==> src/logic/fcvtPkg.sv <==
// Doubles only, round toward zero; 32-bit saturation words are stored already sign-extended
`default_nettype none

package fcvtPkg;

    typedef logic [63:0] dbl_t;     // IEEE-754 double
    typedef logic [63:0] xlen_t;    // Integer result word
    typedef logic [10:0] expo_t;    // Biased exponent
    typedef logic [52:0] mant_t;    // Mantissa with hidden bit
    typedef logic [3:0]  tag_t;     // Chosen by the requester, echoed back

    // Request into the unit
    typedef struct packed {
        dbl_t operand;
        logic isSigned;
        logic w32;          // 32-bit target
        tag_t tag;
    } cvtOp_t;

    // Response out of the unit
    typedef struct packed {
        xlen_t result;
        logic  overflow;
        logic  underflow;
        tag_t  tag;
    } cvtRes_t;

    localparam int EXP_BIAS = 1023;

    // Saturation words
    localparam xlen_t INT64_MAX     = 64'h7FFF_FFFF_FFFF_FFFF;
    localparam xlen_t INT64_MIN     = 64'h8000_0000_0000_0000;
    localparam xlen_t UINT64_MAX    = 64'hFFFF_FFFF_FFFF_FFFF;
    localparam xlen_t INT32_MAX_SX  = 64'h0000_0000_7FFF_FFFF;
    localparam xlen_t INT32_MIN_SX  = 64'hFFFF_FFFF_8000_0000;
    localparam xlen_t UINT32_MAX_SX = 64'hFFFF_FFFF_FFFF_FFFF;  // 0xFFFFFFFF with bit 31 copied up

    // Issue to result, in clock cycles
    localparam int CVT_LATENCY = 3;

endpackage

`default_nettype wire
==> src/logic/fcvtTop.sv <==
// RSP_DEPTH must be 4 or more; results return in request order, at least 4 cycles after o_ack
`timescale 1ns/1ns
`default_nettype none

module fcvtTop #(
    parameter int RSP_DEPTH = 4    // Result slots and credit limit
) (
    input  wire logic            i_clk,
    input  wire logic            i_nrst,
    input  wire logic            i_req,
    input  wire fcvtPkg::cvtOp_t i_op,
    output logic                 o_ack,
    output logic                 o_rspReq,
    output fcvtPkg::cvtRes_t     o_rsp,
    input  wire logic            i_rspAck
);

    logic              issueValid;
    fcvtPkg::cvtOp_t   issueOp;
    logic              resValid;
    fcvtPkg::cvtRes_t  resData;
    logic              creditReturn;   // One per completed response handshake

    cvtReqSide #(
        .RSP_DEPTH(RSP_DEPTH)
    ) cvtReqSide_inst (
        .i_clk          (i_clk),
        .i_nrst         (i_nrst),
        .i_req          (i_req),
        .i_op           (i_op),
        .o_ack          (o_ack),
        .o_issueValid   (issueValid),
        .o_issueOp      (issueOp),
        .i_creditReturn (creditReturn)
    );

    dblToLong dblToLong_inst (
        .i_clk        (i_clk),
        .i_nrst       (i_nrst),
        .i_issueValid (issueValid),
        .i_issueOp    (issueOp),
        .o_resValid   (resValid),
        .o_resData    (resData)
    );

    cvtRspSide #(
        .RSP_DEPTH(RSP_DEPTH)
    ) cvtRspSide_inst (
        .i_clk          (i_clk),
        .i_nrst         (i_nrst),
        .i_resValid     (resValid),
        .i_resData      (resData),
        .o_rspReq       (o_rspReq),
        .o_rsp          (o_rsp),
        .i_rspAck       (i_rspAck),
        .o_creditReturn (creditReturn)
    );

endmodule

`default_nettype wire

==> src/logic/cvtRspSide.sv <==
// Never stalls the pipeline; the requester side credits must keep pushes below RSP_DEPTH
`timescale 1ns/1ns
`default_nettype none

module cvtRspSide #(
    parameter int RSP_DEPTH = 4
) (
    input  wire logic             i_clk,
    input  wire logic             i_nrst,
    input  wire logic             i_resValid,
    input  wire fcvtPkg::cvtRes_t i_resData,
    output logic                  o_rspReq,
    output fcvtPkg::cvtRes_t      o_rsp,
    input  wire logic             i_rspAck,
    output logic                  o_creditReturn
);

    localparam int PW = $clog2(RSP_DEPTH);
    localparam int CW = $clog2(RSP_DEPTH + 1);
    localparam logic [PW-1:0] LAST_SLOT = PW'(RSP_DEPTH - 1);
    localparam logic [CW-1:0] FULL_CNT  = CW'(RSP_DEPTH);

    typedef enum logic [1:0] {IDLE, REQ, WAIT_ACK_LOW} rspState_t;

    rspState_t         state;
    fcvtPkg::cvtRes_t  fifoMem [RSP_DEPTH];
    logic [PW-1:0]     wrPtr;
    logic [PW-1:0]     rdPtr;
    logic [CW-1:0]     fill;
    logic              pop;

    assign pop      = (state == REQ) && i_rspAck;
    assign o_rspReq = (state == REQ);
    assign o_rsp    = fifoMem[rdPtr];  // Head stays put until the pop

    always_ff @(posedge i_clk) begin
        if (i_resValid) fifoMem[wrPtr] <= i_resData;
    end

    always_ff @(posedge i_clk or negedge i_nrst) begin
        if (!i_nrst) begin
            wrPtr <= '0;
            rdPtr <= '0;
            fill  <= '0;
        end else begin
            if (i_resValid) wrPtr <= (wrPtr == LAST_SLOT) ? '0 : wrPtr + 1'b1;
            if (pop)        rdPtr <= (rdPtr == LAST_SLOT) ? '0 : rdPtr + 1'b1;
            if (i_resValid && !pop)      fill <= fill + 1'b1;
            else if (!i_resValid && pop) fill <= fill - 1'b1;
        end
    end

    // Four-phase sender
    always_ff @(posedge i_clk or negedge i_nrst) begin
        if (!i_nrst) begin
            state          <= IDLE;
            o_creditReturn <= 1'b0;
        end else begin
            o_creditReturn <= pop;
            case (state)
                IDLE:         if (fill != '0) state <= REQ;
                REQ:          if (i_rspAck) state <= WAIT_ACK_LOW;
                WAIT_ACK_LOW: if (!i_rspAck) state <= IDLE;
                default:      state <= IDLE;
            endcase
        end
    end

    noPushFull: assert property (@(posedge i_clk) disable iff (!i_nrst)
        i_resValid |-> (fill != FULL_CNT));

endmodule

`default_nettype wire

==> src/logic/dblToLong.sv <==
// Truncates toward zero; subnormals only count as nonzero magnitudes below 1, no stall input
`timescale 1ns/1ns
`default_nettype none

module dblToLong (
    input  wire logic            i_clk,
    input  wire logic            i_nrst,
    input  wire logic            i_issueValid,
    input  wire fcvtPkg::cvtOp_t i_issueOp,
    output logic                 o_resValid,
    output fcvtPkg::cvtRes_t     o_resData
);

    localparam fcvtPkg::expo_t EXP_ONE = fcvtPkg::expo_t'(fcvtPkg::EXP_BIAS);

    // Unpacked operand
    typedef struct packed {
        logic            sign;
        fcvtPkg::expo_t  expo;
        fcvtPkg::mant_t  mant;
        logic            isSigned;
        logic            w32;
        fcvtPkg::tag_t   tag;
    } stage1_t;

    // Range checked, magnitude aligned
    typedef struct packed {
        logic            sign;
        logic            isSigned;
        logic            w32;
        logic            isNan;
        logic            overflow;
        logic            underflow;
        fcvtPkg::xlen_t  mag;
        fcvtPkg::tag_t   tag;
    } stage2_t;

    logic [fcvtPkg::CVT_LATENCY-1:0] vld;
    stage1_t           s1;
    stage2_t           s2;
    stage2_t           s2Next;
    fcvtPkg::cvtRes_t  resNext;

    fcvtPkg::expo_t    expMax;      // Largest exponent that still fits
    logic              fracZero;
    logic              tooBig;
    logic              negEdge;
    logic [5:0]        shiftAmt;
    fcvtPkg::xlen_t    mantPre;
    fcvtPkg::xlen_t    signedVal;
    fcvtPkg::xlen_t    satVal;
    logic              satNeg;

    always_ff @(posedge i_clk or negedge i_nrst) begin
        if (!i_nrst) begin
            vld <= '0;
        end else begin
            vld <= {vld[fcvtPkg::CVT_LATENCY-2:0], i_issueValid};
        end
    end

    assign o_resValid = vld[fcvtPkg::CVT_LATENCY-1];

    // Stage 1
    always_ff @(posedge i_clk) begin
        if (i_issueValid) begin
            s1.sign     <= i_issueOp.operand[63];
            s1.expo     <= i_issueOp.operand[62:52];
            s1.mant     <= {|i_issueOp.operand[62:52], i_issueOp.operand[51:0]};  // Hidden bit
            s1.isSigned <= i_issueOp.isSigned;
            s1.w32      <= i_issueOp.w32;
            s1.tag      <= i_issueOp.tag;
        end
    end

    // Stage 2
    always_comb begin
        if (s1.w32) begin
            expMax = EXP_ONE + (s1.isSigned ? 11'd30 : 11'd31);
        end else begin
            expMax = EXP_ONE + (s1.isSigned ? 11'd62 : 11'd63);
        end

        fracZero = (s1.mant[51:0] == '0);
        tooBig   = (s1.expo > expMax);
        // -2^31 and -2^63 lie one exponent step past the positive limit
        negEdge  = s1.sign && s1.isSigned && (s1.expo == expMax + 11'd1) && fracZero;
        shiftAmt = 6'(EXP_ONE + 11'd63 - s1.expo);
        mantPre  = {s1.mant, 11'd0};

        s2Next.sign      = s1.sign;
        s2Next.isSigned  = s1.isSigned;
        s2Next.w32       = s1.w32;
        s2Next.isNan     = (s1.expo == '1) && !fracZero;
        s2Next.overflow  = 1'b0;
        s2Next.underflow = 1'b0;
        s2Next.mag       = '0;
        s2Next.tag       = s1.tag;

        if (s1.expo < EXP_ONE) begin
            s2Next.underflow = (s1.expo != '0) || !fracZero;   // Zero itself is exact
        end else if ((tooBig && !negEdge) || (s1.sign && !s1.isSigned)) begin
            s2Next.overflow = 1'b1;     // Also infinity and NaN
        end else begin
            s2Next.mag = mantPre >> shiftAmt;
        end
    end

    always_ff @(posedge i_clk) begin
        if (vld[0]) s2 <= s2Next;
    end

    // Stage 3
    always_comb begin
        signedVal = s2.sign ? (~s2.mag) + 64'd1 : s2.mag;
        satNeg    = s2.sign && !s2.isNan;  // NaN goes to the top of the range

        if (s2.w32) begin
            if (s2.isSigned) satVal = satNeg ? fcvtPkg::INT32_MIN_SX : fcvtPkg::INT32_MAX_SX;
            else             satVal = satNeg ? '0 : fcvtPkg::UINT32_MAX_SX;
        end else begin
            if (s2.isSigned) satVal = satNeg ? fcvtPkg::INT64_MIN : fcvtPkg::INT64_MAX;
            else             satVal = satNeg ? '0 : fcvtPkg::UINT64_MAX;
        end

        if (s2.overflow) begin
            resNext.result = satVal;
        end else if (s2.w32) begin
            resNext.result = {{32{signedVal[31]}}, signedVal[31:0]};
        end else begin
            resNext.result = signedVal;     // Underflow already carries a zero magnitude
        end
        resNext.overflow  = s2.overflow;
        resNext.underflow = s2.underflow;
        resNext.tag       = s2.tag;
    end

    always_ff @(posedge i_clk) begin
        if (vld[1]) o_resData <= resNext;
    end

    // The tag must ride along with the valid bit through every stage
    fixedLatency: assert property (@(posedge i_clk) disable iff (!i_nrst)
        i_issueValid |-> ##(fcvtPkg::CVT_LATENCY) (o_resValid &&
            o_resData.tag == $past(i_issueOp.tag, fcvtPkg::CVT_LATENCY)));

    underflowZero: assert property (@(posedge i_clk) disable iff (!i_nrst)
        o_resValid && o_resData.underflow |-> !o_resData.overflow && o_resData.result == '0);

endmodule

`default_nettype wire

==> src/logic/cvtReqSide.sv <==
// Requester must keep i_op stable while i_req is high and raise i_req again only after o_ack is low
`timescale 1ns/1ns
`default_nettype none

module cvtReqSide #(
    parameter int RSP_DEPTH = 4
) (
    input  wire logic            i_clk,
    input  wire logic            i_nrst,
    input  wire logic            i_req,
    input  wire fcvtPkg::cvtOp_t i_op,
    output logic                 o_ack,
    output logic                 o_issueValid,
    output fcvtPkg::cvtOp_t      o_issueOp,
    input  wire logic            i_creditReturn
);

    localparam int CW = $clog2(RSP_DEPTH + 1);
    localparam logic [CW-1:0] CREDIT_MAX = CW'(RSP_DEPTH);

    typedef enum logic [1:0] {IDLE, ACKED, WAIT_LOW} reqState_t;

    reqState_t     state;
    logic [CW-1:0] creditCnt;   // Ops in the pipeline or waiting in the result FIFO
    logic          accept;

    // Take a new operand only with a free result slot
    assign accept = (state == IDLE) && i_req && (creditCnt < CREDIT_MAX) && !o_issueValid;
    assign o_ack  = (state != IDLE);

    always_ff @(posedge i_clk or negedge i_nrst) begin
        if (!i_nrst) begin
            state        <= IDLE;
            o_issueValid <= 1'b0;
        end else begin
            o_issueValid <= accept;     // One-cycle issue pulse
            case (state)
                IDLE:     if (accept) state <= ACKED;
                ACKED:    state <= i_req ? WAIT_LOW : IDLE;
                WAIT_LOW: if (!i_req) state <= IDLE;   // Ack drops with this edge
                default:  state <= IDLE;
            endcase
        end
    end

    always_ff @(posedge i_clk) begin
        if (accept) o_issueOp <= i_op;
    end

    always_ff @(posedge i_clk or negedge i_nrst) begin
        if (!i_nrst) begin
            creditCnt <= '0;
        end else if (accept && !i_creditReturn) begin
            creditCnt <= creditCnt + 1'b1;
        end else if (!accept && i_creditReturn) begin
            creditCnt <= creditCnt - 1'b1;
        end
    end

    creditBound: assert property (@(posedge i_clk) disable iff (!i_nrst)
        creditCnt <= CREDIT_MAX);

    // Requester holds the operand while i_req stays high
    opStableDuringReq: assert property (@(posedge i_clk) disable iff (!i_nrst)
        i_req && $past(i_req) |-> $stable(i_op));

endmodule

`default_nettype wire

==> config.mk <==
export PLATFORM = sky130hd
export DESIGN_NAME = fcvtTop
export DESIGN_NICKNAME = d
export VERILOG_FILES = /design/src/logic/fcvtPkg.sv /design/src/logic/fcvtTop.sv /design/src/logic/cvtRspSide.sv /design/src/logic/dblToLong.sv /design/src/logic/cvtReqSide.sv
export SDC_FILE = /design/constraint.sdc
export NUM_CORES = 1
export LEC_CHECK = 0
export CAP_MARGIN = 20
export CORE_MARGIN = 3
export CORE_UTILIZATION = 56
export CTS_BUF_LIST = sky130_fd_sc_hd__clkbuf_8
export DETAILED_ROUTE_END_ITERATION = 8
export DONT_BUFFER_PORTS = 1
export PLACE_DENSITY = 0.76
export SLEW_MARGIN = 20
export SYNTH_ARGS = -nofsm -noshare
export SYNTH_HDL_FRONTEND = slang
export SYNTH_SLANG_ARGS = --single-unit
==> constraint.sdc <==
create_clock -name i_clk -period 12.5 [get_ports i_clk]
set_input_delay 2.5 -clock i_clk [delete_from_list [all_inputs] [get_ports i_clk]]
set_output_delay 2.5 -clock i_clk [all_outputs]
set_load 0.01 [all_outputs]
==> impl_metrics.prom, run 1 <==
# TYPE chip_impl_metric gauge
chip_impl_info{name="status",value="finished, final reports clean"} 1
chip_impl_info{name="clock_tree_from_tritoncts",value="yes"} 1
chip_impl_metric{name="cts_repair_resize_count",unit=""} 0
chip_impl_info{name="unrepaired_setup_endpoints_after_global_routing",value="no"} 1
chip_impl_info{name="min_delay_worst_endpoint",value="dblToLong_inst.mantPre[59]"} 1
chip_impl_metric{name="starting_density_of_the_core",unit="%"} 57.1
chip_impl_metric{name="buf_inv_on_cp",unit=""} 1
chip_impl_metric{name="die_area",unit="sq mm"} 0.0493
chip_impl_metric{name="worst_reg2reg_path_length_in_cells",unit=""} 10
chip_impl_metric{name="gr-total-overflow",unit=""} 0
chip_impl_metric{name="clk_path_buf_depth",unit=""} 3
chip_impl_metric{name="grt_start_max_net_pins",unit=""} 76
chip_impl_metric{name="dpl_cell_area",unit="sq mm"} 0.0267
chip_impl_metric{name="tightestPinTransition",unit="ns"} 1.05
chip_impl_metric{name="width_of_the_die",unit="microns"} 222
chip_impl_metric{name="ctsHtreeMaxLevel",unit=""} 3
chip_impl_metric{name="power.clock.fraction",unit="%"} 21.9
chip_impl_metric{name="yosys.area_share.simple",unit="%"} 7.37
chip_impl_metric{name="drtPass1Iterations",unit=""} 6
chip_impl_metric{name="pwr-share-comb",unit="%"} 33.7
chip_impl_metric{name="insertion_delay",unit="ns"} 0.68
chip_impl_metric{name="vias",unit=""} 14800
chip_impl_metric{name="timing.final.max_slew_violations",unit=""} 0
chip_impl_metric{name="first_iter_violations",unit=""} 1693
chip_impl_info{name="cts-root-buf",value="sky130_fd_sc_hd__clkbuf_8"} 1
chip_impl_metric{name="synthMuxAreaShare",unit="%"} 14.0
chip_impl_metric{name="floorplan.core_area",unit="sq mm"} 0.0458
chip_impl_metric{name="grt_pass1_wl",unit="mm"} 86.3
chip_impl_metric{name="fin_crit",unit="ns"} 5.45
chip_impl_metric{name="ys_seq_elements",unit=""} 584
chip_impl_metric{name="yosysWarnings",unit=""} 0
chip_impl_info{name="timing.critical_path.from_type",value="flop"} 1
chip_impl_metric{name="final.fill_count",unit=""} 3279
chip_impl_metric{name="synth-compound-area-share",unit="%"} 6.54
chip_impl_metric{name="synth.avg_cell_area",unit="sq um"} 15.9
chip_impl_info{name="worstReg2RegEnd",value="dblToLong_inst.s2[30]"} 1
chip_impl_info{name="yosys.cell_count.top_type",value="sky130_fd_sc_hd__edfxtp_1"} 1
chip_impl_metric{name="route.final.wire_length",unit="mm"} 55.5
chip_impl_metric{name="post_cts_setup_driven_buffer_insertion_count",unit=""} 0
chip_impl_metric{name="timing.critical_path.slowest_cell_delay",unit="ns"} 0.78
chip_impl_info{name="yosys.area.top_type",value="sky130_fd_sc_hd__edfxtp_1"} 1
chip_impl_metric{name="floorplan.rows",unit=""} 78
chip_impl_metric{name="final.setup_skew",unit="ns"} 0.0438
chip_impl_metric{name="area.growth.synth_to_final",unit="%"} 9.09
chip_impl_metric{name="mappedNetlistArea",unit="sq mm"} 0.0261
chip_impl_metric{name="drc",unit=""} 0
chip_impl_metric{name="finalSetupTns",unit="ns"} 0
chip_impl_metric{name="parity_gate_share_of_the_synthesized_area_counting_xor_and_xnor_cells",unit="%"} 2.61
chip_impl_metric{name="cp_data_arrival_time",unit="ns"} 2.95
chip_impl_metric{name="leakage",unit="nW"} 9.19
chip_impl_info{name="post_synth_main_area_contributors",value="sky130_fd_sc_hd__edfxtp_1, sky130_fd_sc_hd__mux4_2, sky130_fd_sc_hd__xor2_1"} 1
chip_impl_info{name="yosys-top-cells-count",value="sky130_fd_sc_hd__edfxtp_1, sky130_fd_sc_hd__mux4_2, sky130_fd_sc_hd__nor2_1"} 1
chip_impl_metric{name="timing.hold.worst_path_depth",unit=""} 0
chip_impl_metric{name="internal-power",unit="W"} 0.00447
chip_impl_info{name="ys.flop_type",value="sky130_fd_sc_hd__edfxtp_1"} 1
chip_impl_metric{name="final_area",unit="sq mm"} 0.0285
chip_impl_metric{name="diodes",unit=""} 0
chip_impl_metric{name="seq_power_share",unit="%"} 44.4
chip_impl_metric{name="total_half_perimeter_wirelength_after_legalization_and_detailed_placement",unit="mm"} 37.8
chip_impl_metric{name="tritoncts.num_buffers",unit=""} 90
chip_impl_metric{name="power.switching_fraction",unit="%"} 35.5
chip_impl_metric{name="post_cts_hold_buffer_count",unit=""} 0
chip_impl_info{name="critPathSlowestCell",value="sky130_fd_sc_hd__buf_4"} 1
chip_impl_metric{name="antenna_found_initial",unit=""} 0
chip_impl_info{name="crit_path_end_kind",value="output pin"} 1
chip_impl_metric{name="clkTransAtPathRegs",unit="ns"} 0.06
chip_impl_metric{name="synth.top_cell.area_share",unit="%"} 65.0
chip_impl_info{name="worst_r2r_startpoint",value="dblToLong_inst.s1[59]"} 1
chip_impl_metric{name="cap_viol_max_count",unit=""} 0
chip_impl_metric{name="reg_to_reg_setup_timing_slack",unit="ns"} 7.94
chip_impl_metric{name="finalHoldViolCount",unit=""} 0
chip_impl_info{name="worst_path_dominant_cell_family",value="buffers and inverters"} 1
chip_impl_metric{name="port_buffers",unit=""} 0
chip_impl_info{name="timing.hold.worst.start",value="cvtReqSide_inst.o_issueOp[54]"} 1
chip_impl_info{name="timing.critical_path.cells",value="buf_4 > mux4_2"} 1
chip_impl_metric{name="setup_failing_eps_final",unit=""} 0
chip_impl_info{name="critPathKind",value="flop to output pin"} 1
chip_impl_metric{name="cts_sinks",unit=""} 584
chip_impl_info{name="hp-class",value="flop to flop"} 1
chip_impl_metric{name="floorplan.io_pins",unit=""} 146
chip_impl_metric{name="ratio_of_cells_with_drive_above_1_in_the_final_layout",unit="%"} 20.1
chip_impl_metric{name="synthesis.nets",unit=""} 1730
chip_impl_metric{name="worst_slew_margin_rel",unit="%"} 30.1
chip_impl_metric{name="synth_cell_types",unit=""} 76
chip_impl_metric{name="viasPerCell",unit=""} 6.36
chip_impl_metric{name="data_required_time_at_the_worst_endpoint",unit="ns"} 10.00
chip_impl_info{name="synth_top_family_by_area",value="multiplexers"} 1
chip_impl_metric{name="postSynthCellCount",unit=""} 1640
chip_impl_metric{name="timing.fmax",unit="MHz"} 183
chip_impl_metric{name="synth_enable_flop_cells",unit=""} 565
chip_impl_metric{name="total_switching_power",unit="W"} 0.00246
chip_impl_metric{name="async_flop_share",unit="%"} 3.25
chip_impl_metric{name="power_density",unit="mW/mm^2"} 243
chip_impl_metric{name="post_synth_fa_ha_maj_area_fraction",unit="%"} 0.824
chip_impl_metric{name="grt_use_total",unit="%"} 22.6
chip_impl_metric{name="place.gp.congestion",unit=""} 0.975
chip_impl_metric{name="wire_per_inst",unit="microns"} 23.8
chip_impl_metric{name="via_count_of_the_first_global_routing_pass",unit=""} 14400
chip_impl_metric{name="die-height",unit="microns"} 222
chip_impl_metric{name="synth_sequential_area_ratio",unit="%"} 66.8
chip_impl_metric{name="antenna_violating_nets_post_route",unit=""} 0
chip_impl_metric{name="min_period_over_period",unit="%"} 43.6
chip_impl_metric{name="irDropWorstVdd",unit="V"} 0.000159
chip_impl_metric{name="layout.nets",unit=""} 1749
chip_impl_metric{name="final_core_util",unit="%"} 62.3
chip_impl_metric{name="path_max_fanout",unit=""} 50
-- cells by family after synthesis --
group / after synthesis
compound gates: 261
xor+xnor: 77
fa+ha+maj: 16
buf+inv: 114
flops: 584
mux: 208
simple gates: 380
-- final cells by class --
cell class	count	area [sq um]	share of cell area (%)
Multi-Input combinational cell	942	8300	29.1
Clock buffer	90	1240	4.35
Sequential cell	584	17500	61.2
Timing Repair Buffer	23	173	0.606
Clock inverter	73	513	1.80
Tap cell	600	751	2.63
Inverter	18	67.6	0.237
-- worst max path at each step --
stage                             startpoint                            to  slack [ns]  depth (start not counted)
floorplan                              i_req  cvtReqSide_inst.creditCnt[2]        0.83                          7
global placement    cvtRspSide_inst.rdPtr[0]                     o_rsp[17]        7.74                          2
detailed placement  cvtRspSide_inst.rdPtr[0]                     o_rsp[27]        7.68                          2
CTS                 cvtRspSide_inst.rdPtr[0]                     o_rsp[27]        6.91                          2
global route        cvtRspSide_inst.rdPtr[0]                     o_rsp[27]        6.75                          2
finish              cvtRspSide_inst.rdPtr[0]                     o_rsp[27]        7.05                          2
-- metrics by stage --
stage / std cells / hold slack (ns) / setup slack [ns] / power, W
floorplan: 1640 / 0.400 / 0.830 / 0.00477
global placement: 2167 / 0.401 / 7.74 / 0.00536
detailed placement: 2167 / 0.405 / 7.68 / 0.00542
CTS: 2330 / 0.400 / 6.91 / 0.00696
global route: 2330 / 0.414 / 6.75 / 0.00729
finish: 2330 / 0.408 / 7.05 / 0.00693
-- cells in the final DEF, fill, tap and decap left out, types with 29 or more instances in the layout --
cell	instances
sky130_fd_sc_hd__clkbuf_8	90
sky130_fd_sc_hd__mux2_2	45
sky130_fd_sc_hd__inv_1	39
sky130_fd_sc_hd__nand2_1	88
sky130_fd_sc_hd__o21ai_0	52
sky130_fd_sc_hd__mux4_2	122
sky130_fd_sc_hd__nor2_1	90
sky130_fd_sc_hd__nor4_1	29
sky130_fd_sc_hd__mux2i_1	41
sky130_fd_sc_hd__nor3_1	52
sky130_fd_sc_hd__xor2_1	57
sky130_fd_sc_hd__a21oi_1	58
sky130_fd_sc_hd__edfxtp_1	565
-- power groups by stage --
stage          logic, W  registers, W  clock network (W)
2_1_floorplan   0.00171       0.00306                  0
3_3_place_gp    0.00227       0.00309                  0
3_5_place_dp    0.00230       0.00312                  0
4_1_cts         0.00231       0.00308            0.00157
5_1_grt         0.00250       0.00313            0.00167
6_report        0.00234       0.00308            0.00152
-- sequential cells by signal (all words and copies together), names as in the netlist, 3 cells and up --
register and cells:
cvtRspSide_inst.fifoMem 280, cvtReqSide_inst.o_issueOp 70, dblToLong_inst.o_resData 70, dblToLong_inst.s2 68, dblToLong_inst.mantPre 53, dblToLong_inst.s1 18
dblToLong_inst.resNext 6, cvtReqSide_inst.creditCnt 3, cvtRspSide_inst.fill 3, dblToLong_inst.vld 3
-- per-layer routing --
metal / track usage, % / up-vias / wire [microns]
met1: 32.0 / 7319 / 23200
met3: 4.54 / 134 / 4100
met4: 8.42 / 0 / 1930
met5: 0 / - / 0
li1: - / 6644 / -
met2: 35.2 / 726 / 26300
Note: power is estimated with default switching activity, not from simulation.
==> run 2, diff against run 1 <==
--- a/config.mk
+++ b/config.mk
@@ -11,7 +11,7 @@
 export CTS_BUF_LIST = sky130_fd_sc_hd__clkbuf_8
 export DETAILED_ROUTE_END_ITERATION = 8
 export DONT_BUFFER_PORTS = 1
-export PLACE_DENSITY = 0.76
+export PLACE_DENSITY = 0.79
 export SLEW_MARGIN = 20
 export SYNTH_ARGS = -nofsm -noshare
 export SYNTH_HDL_FRONTEND = slang
==> constraint.sdc (replaced) <==
create_clock -name i_clk -period 5 [get_ports i_clk]
set_input_delay 1 -clock i_clk [delete_from_list [all_inputs] [get_ports i_clk]]
set_output_delay 1 -clock i_clk [all_outputs]
set_load 0.01 [all_outputs]
==> impl_metrics.prom, run 2 (synthesized netlist as in run 1, its figures left out) <==
# TYPE chip_impl_metric gauge
chip_impl_info{name="status",value="finished, final reports clean"} 1
chip_impl_metric{name="finalSetupTns",unit="ns"} 0
chip_impl_metric{name="post_cts_hold_buffer_count",unit=""} 1
chip_impl_info{name="unrepaired_setup_endpoints_after_global_routing",value="no"} 1
chip_impl_metric{name="clkTransAtPathRegs",unit="ns"} 0.06
chip_impl_info{name="worst_setup_path_startpoint",value="dblToLong_inst.s1[59]"} 1
chip_impl_metric{name="die_area",unit="sq mm"} 0.0493
chip_impl_info{name="worstReg2RegEnd",value="dblToLong_inst.s2[8]"} 1
chip_impl_metric{name="cp_data_arrival_time",unit="ns"} 4.24
chip_impl_metric{name="whs",unit="ns"} 0.411
chip_impl_metric{name="post_cts_setup_driven_buffer_insertion_count",unit=""} 0
chip_impl_metric{name="final.fill_count",unit=""} 3211
chip_impl_metric{name="insertion_delay",unit="ns"} 0.70
chip_impl_metric{name="reg_to_reg_setup_timing_slack",unit="ns"} 1.18
chip_impl_metric{name="stdcell_count",unit=""} 2338
chip_impl_metric{name="cts_sinks",unit=""} 584
chip_impl_info{name="timing.critical_path.from_type",value="flop"} 1
chip_impl_metric{name="largest_register_ffs",unit=""} 280
chip_impl_metric{name="drc",unit=""} 0
chip_impl_metric{name="layout.nets",unit=""} 1764
chip_impl_metric{name="wire_per_inst",unit="microns"} 25.3
chip_impl_metric{name="vias",unit=""} 14900
chip_impl_metric{name="final.setup_skew",unit="ns"} 0.0456
chip_impl_metric{name="seq_power_share",unit="%"} 43.4
chip_impl_metric{name="cts_repair_resize_count",unit=""} 0
chip_impl_metric{name="floorplan.rows",unit=""} 78
chip_impl_metric{name="die-height",unit="microns"} 222
chip_impl_info{name="critPathSlowestCell",value="sky130_fd_sc_hd__ha_2"} 1
chip_impl_info{name="cts-root-buf",value="sky130_fd_sc_hd__clkbuf_8"} 1
chip_impl_metric{name="leakage",unit="nW"} 9.29
chip_impl_metric{name="width_of_the_die",unit="microns"} 222
chip_impl_info{name="timing.critical_path.cells",value="inv_2 > ha_2 > buf_4 > mux4_2 > mux2_2 > mux2i_1 > nor2_1 > nor3_1 > a211oi_1"} 1
chip_impl_metric{name="power_density",unit="mW/mm^2"} 619
chip_impl_metric{name="total_switching_power",unit="W"} 0.00637
chip_impl_metric{name="setup_failing_eps_final",unit=""} 0
chip_impl_metric{name="antenna_found_initial",unit=""} 2
chip_impl_metric{name="via_count_of_the_first_global_routing_pass",unit=""} 14900
chip_impl_metric{name="pwr-share-comb",unit="%"} 34.1
chip_impl_metric{name="grt_pass1_wl",unit="mm"} 91.9
chip_impl_info{name="final_common_cell",value="sky130_fd_sc_hd__edfxtp_1"} 1
chip_impl_metric{name="path_max_fanout",unit=""} 38
chip_impl_metric{name="grt_start_max_net_pins",unit=""} 76
chip_impl_metric{name="tightestPinTransition",unit="ns"} 0.972
chip_impl_metric{name="antenna_violating_nets_post_route",unit=""} 0
chip_impl_metric{name="timing.fmax",unit="MHz"} 262
chip_impl_metric{name="port_buffers",unit=""} 0
chip_impl_metric{name="power.switching_fraction",unit="%"} 35.8
chip_impl_metric{name="fin_total_pwr",unit="W"} 0.0178
chip_impl_info{name="worst_r2r_startpoint",value="dblToLong_inst.s1[59]"} 1
chip_impl_metric{name="first_iter_violations",unit=""} 1248
chip_impl_metric{name="floorplan.io_pins",unit=""} 146
chip_impl_metric{name="fin_crit",unit="ns"} 3.82
chip_impl_metric{name="place.gp.congestion",unit=""} 0.976
chip_impl_metric{name="timing.final.max_slew_violations",unit=""} 0
chip_impl_metric{name="tritoncts.num_buffers",unit=""} 90
chip_impl_metric{name="power.clock.fraction",unit="%"} 22.4
chip_impl_metric{name="cap_viol_max_count",unit=""} 0
chip_impl_metric{name="finalHoldViolCount",unit=""} 0
chip_impl_info{name="crit_path_end_kind",value="flop"} 1
chip_impl_metric{name="worst_reg2reg_path_length_in_cells",unit=""} 9
chip_impl_metric{name="post-place-cells",unit=""} 2181
chip_impl_info{name="crit_path_end",value="dblToLong_inst.s2[8]"} 1
chip_impl_info{name="critPathKind",value="flop to flop"} 1
chip_impl_metric{name="starting_density_of_the_core",unit="%"} 57.1
chip_impl_metric{name="ratio_of_cells_with_drive_above_1_in_the_final_layout",unit="%"} 21.4
chip_impl_metric{name="worst_slew_margin_rel",unit="%"} 35.2
chip_impl_metric{name="drtPass1Iterations",unit=""} 6
chip_impl_metric{name="floorplan.core_area",unit="sq mm"} 0.0458
chip_impl_info{name="clock_tree_from_tritoncts",value="yes"} 1
chip_impl_metric{name="min_period_over_period",unit="%"} 76.5
chip_impl_metric{name="grt_use_total",unit="%"} 24.4
chip_impl_metric{name="data_required_time_at_the_worst_endpoint",unit="ns"} 5.41
chip_impl_metric{name="irDropWorstVdd",unit="V"} 0.000383
chip_impl_metric{name="gr-total-overflow",unit=""} 0
chip_impl_info{name="top_regs",value="cvtRspSide_inst.fifoMem x280, cvtReqSide_inst.o_issueOp x70, dblToLong_inst.o_resData x70"} 1
chip_impl_metric{name="route.final.wire_length",unit="mm"} 59.1
chip_impl_metric{name="viasPerCell",unit=""} 6.39
chip_impl_info{name="regMostFlops",value="cvtRspSide_inst.fifoMem"} 1
chip_impl_metric{name="ctsHtreeMaxLevel",unit=""} 3
chip_impl_metric{name="internal-power",unit="W"} 0.0114
chip_impl_metric{name="clk_path_buf_depth",unit=""} 3
chip_impl_info{name="most-common-layout-cells",value="sky130_fd_sc_hd__edfxtp_1, sky130_fd_sc_hd__mux4_2, sky130_fd_sc_hd__clkbuf_8"} 1
chip_impl_metric{name="timing.critical_path.slowest_cell_delay",unit="ns"} 0.92
chip_impl_metric{name="total_half_perimeter_wirelength_after_legalization_and_detailed_placement",unit="mm"} 41.4
chip_impl_info{name="hp-class",value="flop to flop"} 1
chip_impl_metric{name="area.growth.synth_to_final",unit="%"} 9.97
run 2: cell count changes in the layout (fill, tap and decap cells not counted), moves of 2 or more:
cell and change:
sky130_fd_sc_hd__buf_4 +13, sky130_fd_sc_hd__bufinv_16 +2, sky130_fd_sc_hd__clkbuf_8 +6, sky130_fd_sc_hd__clkinv_1 -10
sky130_fd_sc_hd__clkinv_2 +2, sky130_fd_sc_hd__diode_2 +2, sky130_fd_sc_hd__inv_1 -8, sky130_fd_sc_hd__inv_12 -2
sky130_fd_sc_hd__inv_6 +2, sky130_fd_sc_hd__inv_8 -2, sky130_fd_sc_hd__nor2_2 +2
run 2: worst min path at each step:
stage                                    endpoint  cells past startpoint  slack, ns                          start
floorplan              dblToLong_inst.mantPre[11]                      0       0.40   cvtReqSide_inst.o_issueOp[6]
global placement       dblToLong_inst.mantPre[42]                      0       0.40  cvtReqSide_inst.o_issueOp[37]
detailed placement     dblToLong_inst.mantPre[30]                      0       0.40  cvtReqSide_inst.o_issueOp[25]
CTS                 cvtReqSide_inst.o_issueOp[36]                      0       0.35                       i_op[36]
global route         cvtReqSide_inst.o_issueOp[4]                      0       0.36                        i_op[4]
finish                 dblToLong_inst.mantPre[33]                      0       0.41  cvtReqSide_inst.o_issueOp[28]
run 2: area by class of cell:
| cell class | count | area [sq um] | area share (%) |
|---|---|---|---|
| Antenna cell | 2 | 5.00 | 0.0174 |
| Clock buffer | 96 | 1320 | 4.60 |
| Clock inverter | 58 | 499 | 1.74 |
| Inverter | 18 | 67.6 | 0.235 |
| Multi-Input combinational cell | 942 | 8330 | 29.0 |
| Sequential cell | 584 | 17500 | 60.8 |
| Tap cell | 600 | 751 | 2.61 |
| Timing Repair Buffer | 38 | 300 | 1.05 |
run 2: power by group through the flow:
stage	sequential (W)	clock [W]	combinational (W)
3_5_place_dp	0.00783	0	0.00602
4_1_cts	0.00773	0.00410	0.00605
3_3_place_gp	0.00774	0	0.00599
6_report	0.00773	0.00399	0.00607
5_1_grt	0.00786	0.00432	0.00651
2_1_floorplan	0.00761	0	0.00429
run 2: stage by stage:
step | util (%) | setup WS [ns] | area (sq um)
floorplan | - | 0.334 | 26100
global placement | 58.7 | 1.27 | 26900
detailed placement | 58.7 | 1.19 | 26900
CTS | 62.7 | 1.18 | 28700
global route | 62.8 | 1.05 | 28700
finish | 62.8 | 1.18 | 28700
run 2: metal layers:
metal,global-route usage [%],up-vias,part of all wire [%]
li1,-,6679,-
met1,33.3,7458,41
met4,9.62,2,3.6
met3,4.74,130,6.6
met2,39.4,663,49
met5,0,-,0.17
run 2: worst max-delay path, delay by kind of cell, from the launching register on:
family	cells	cell delay [ns]
mux	3	1.07
simple gates	2	0.47
fa+ha+maj	1	0.92
compound gates	1	0.12
buf+inv	2	0.51
flops	1	0.47
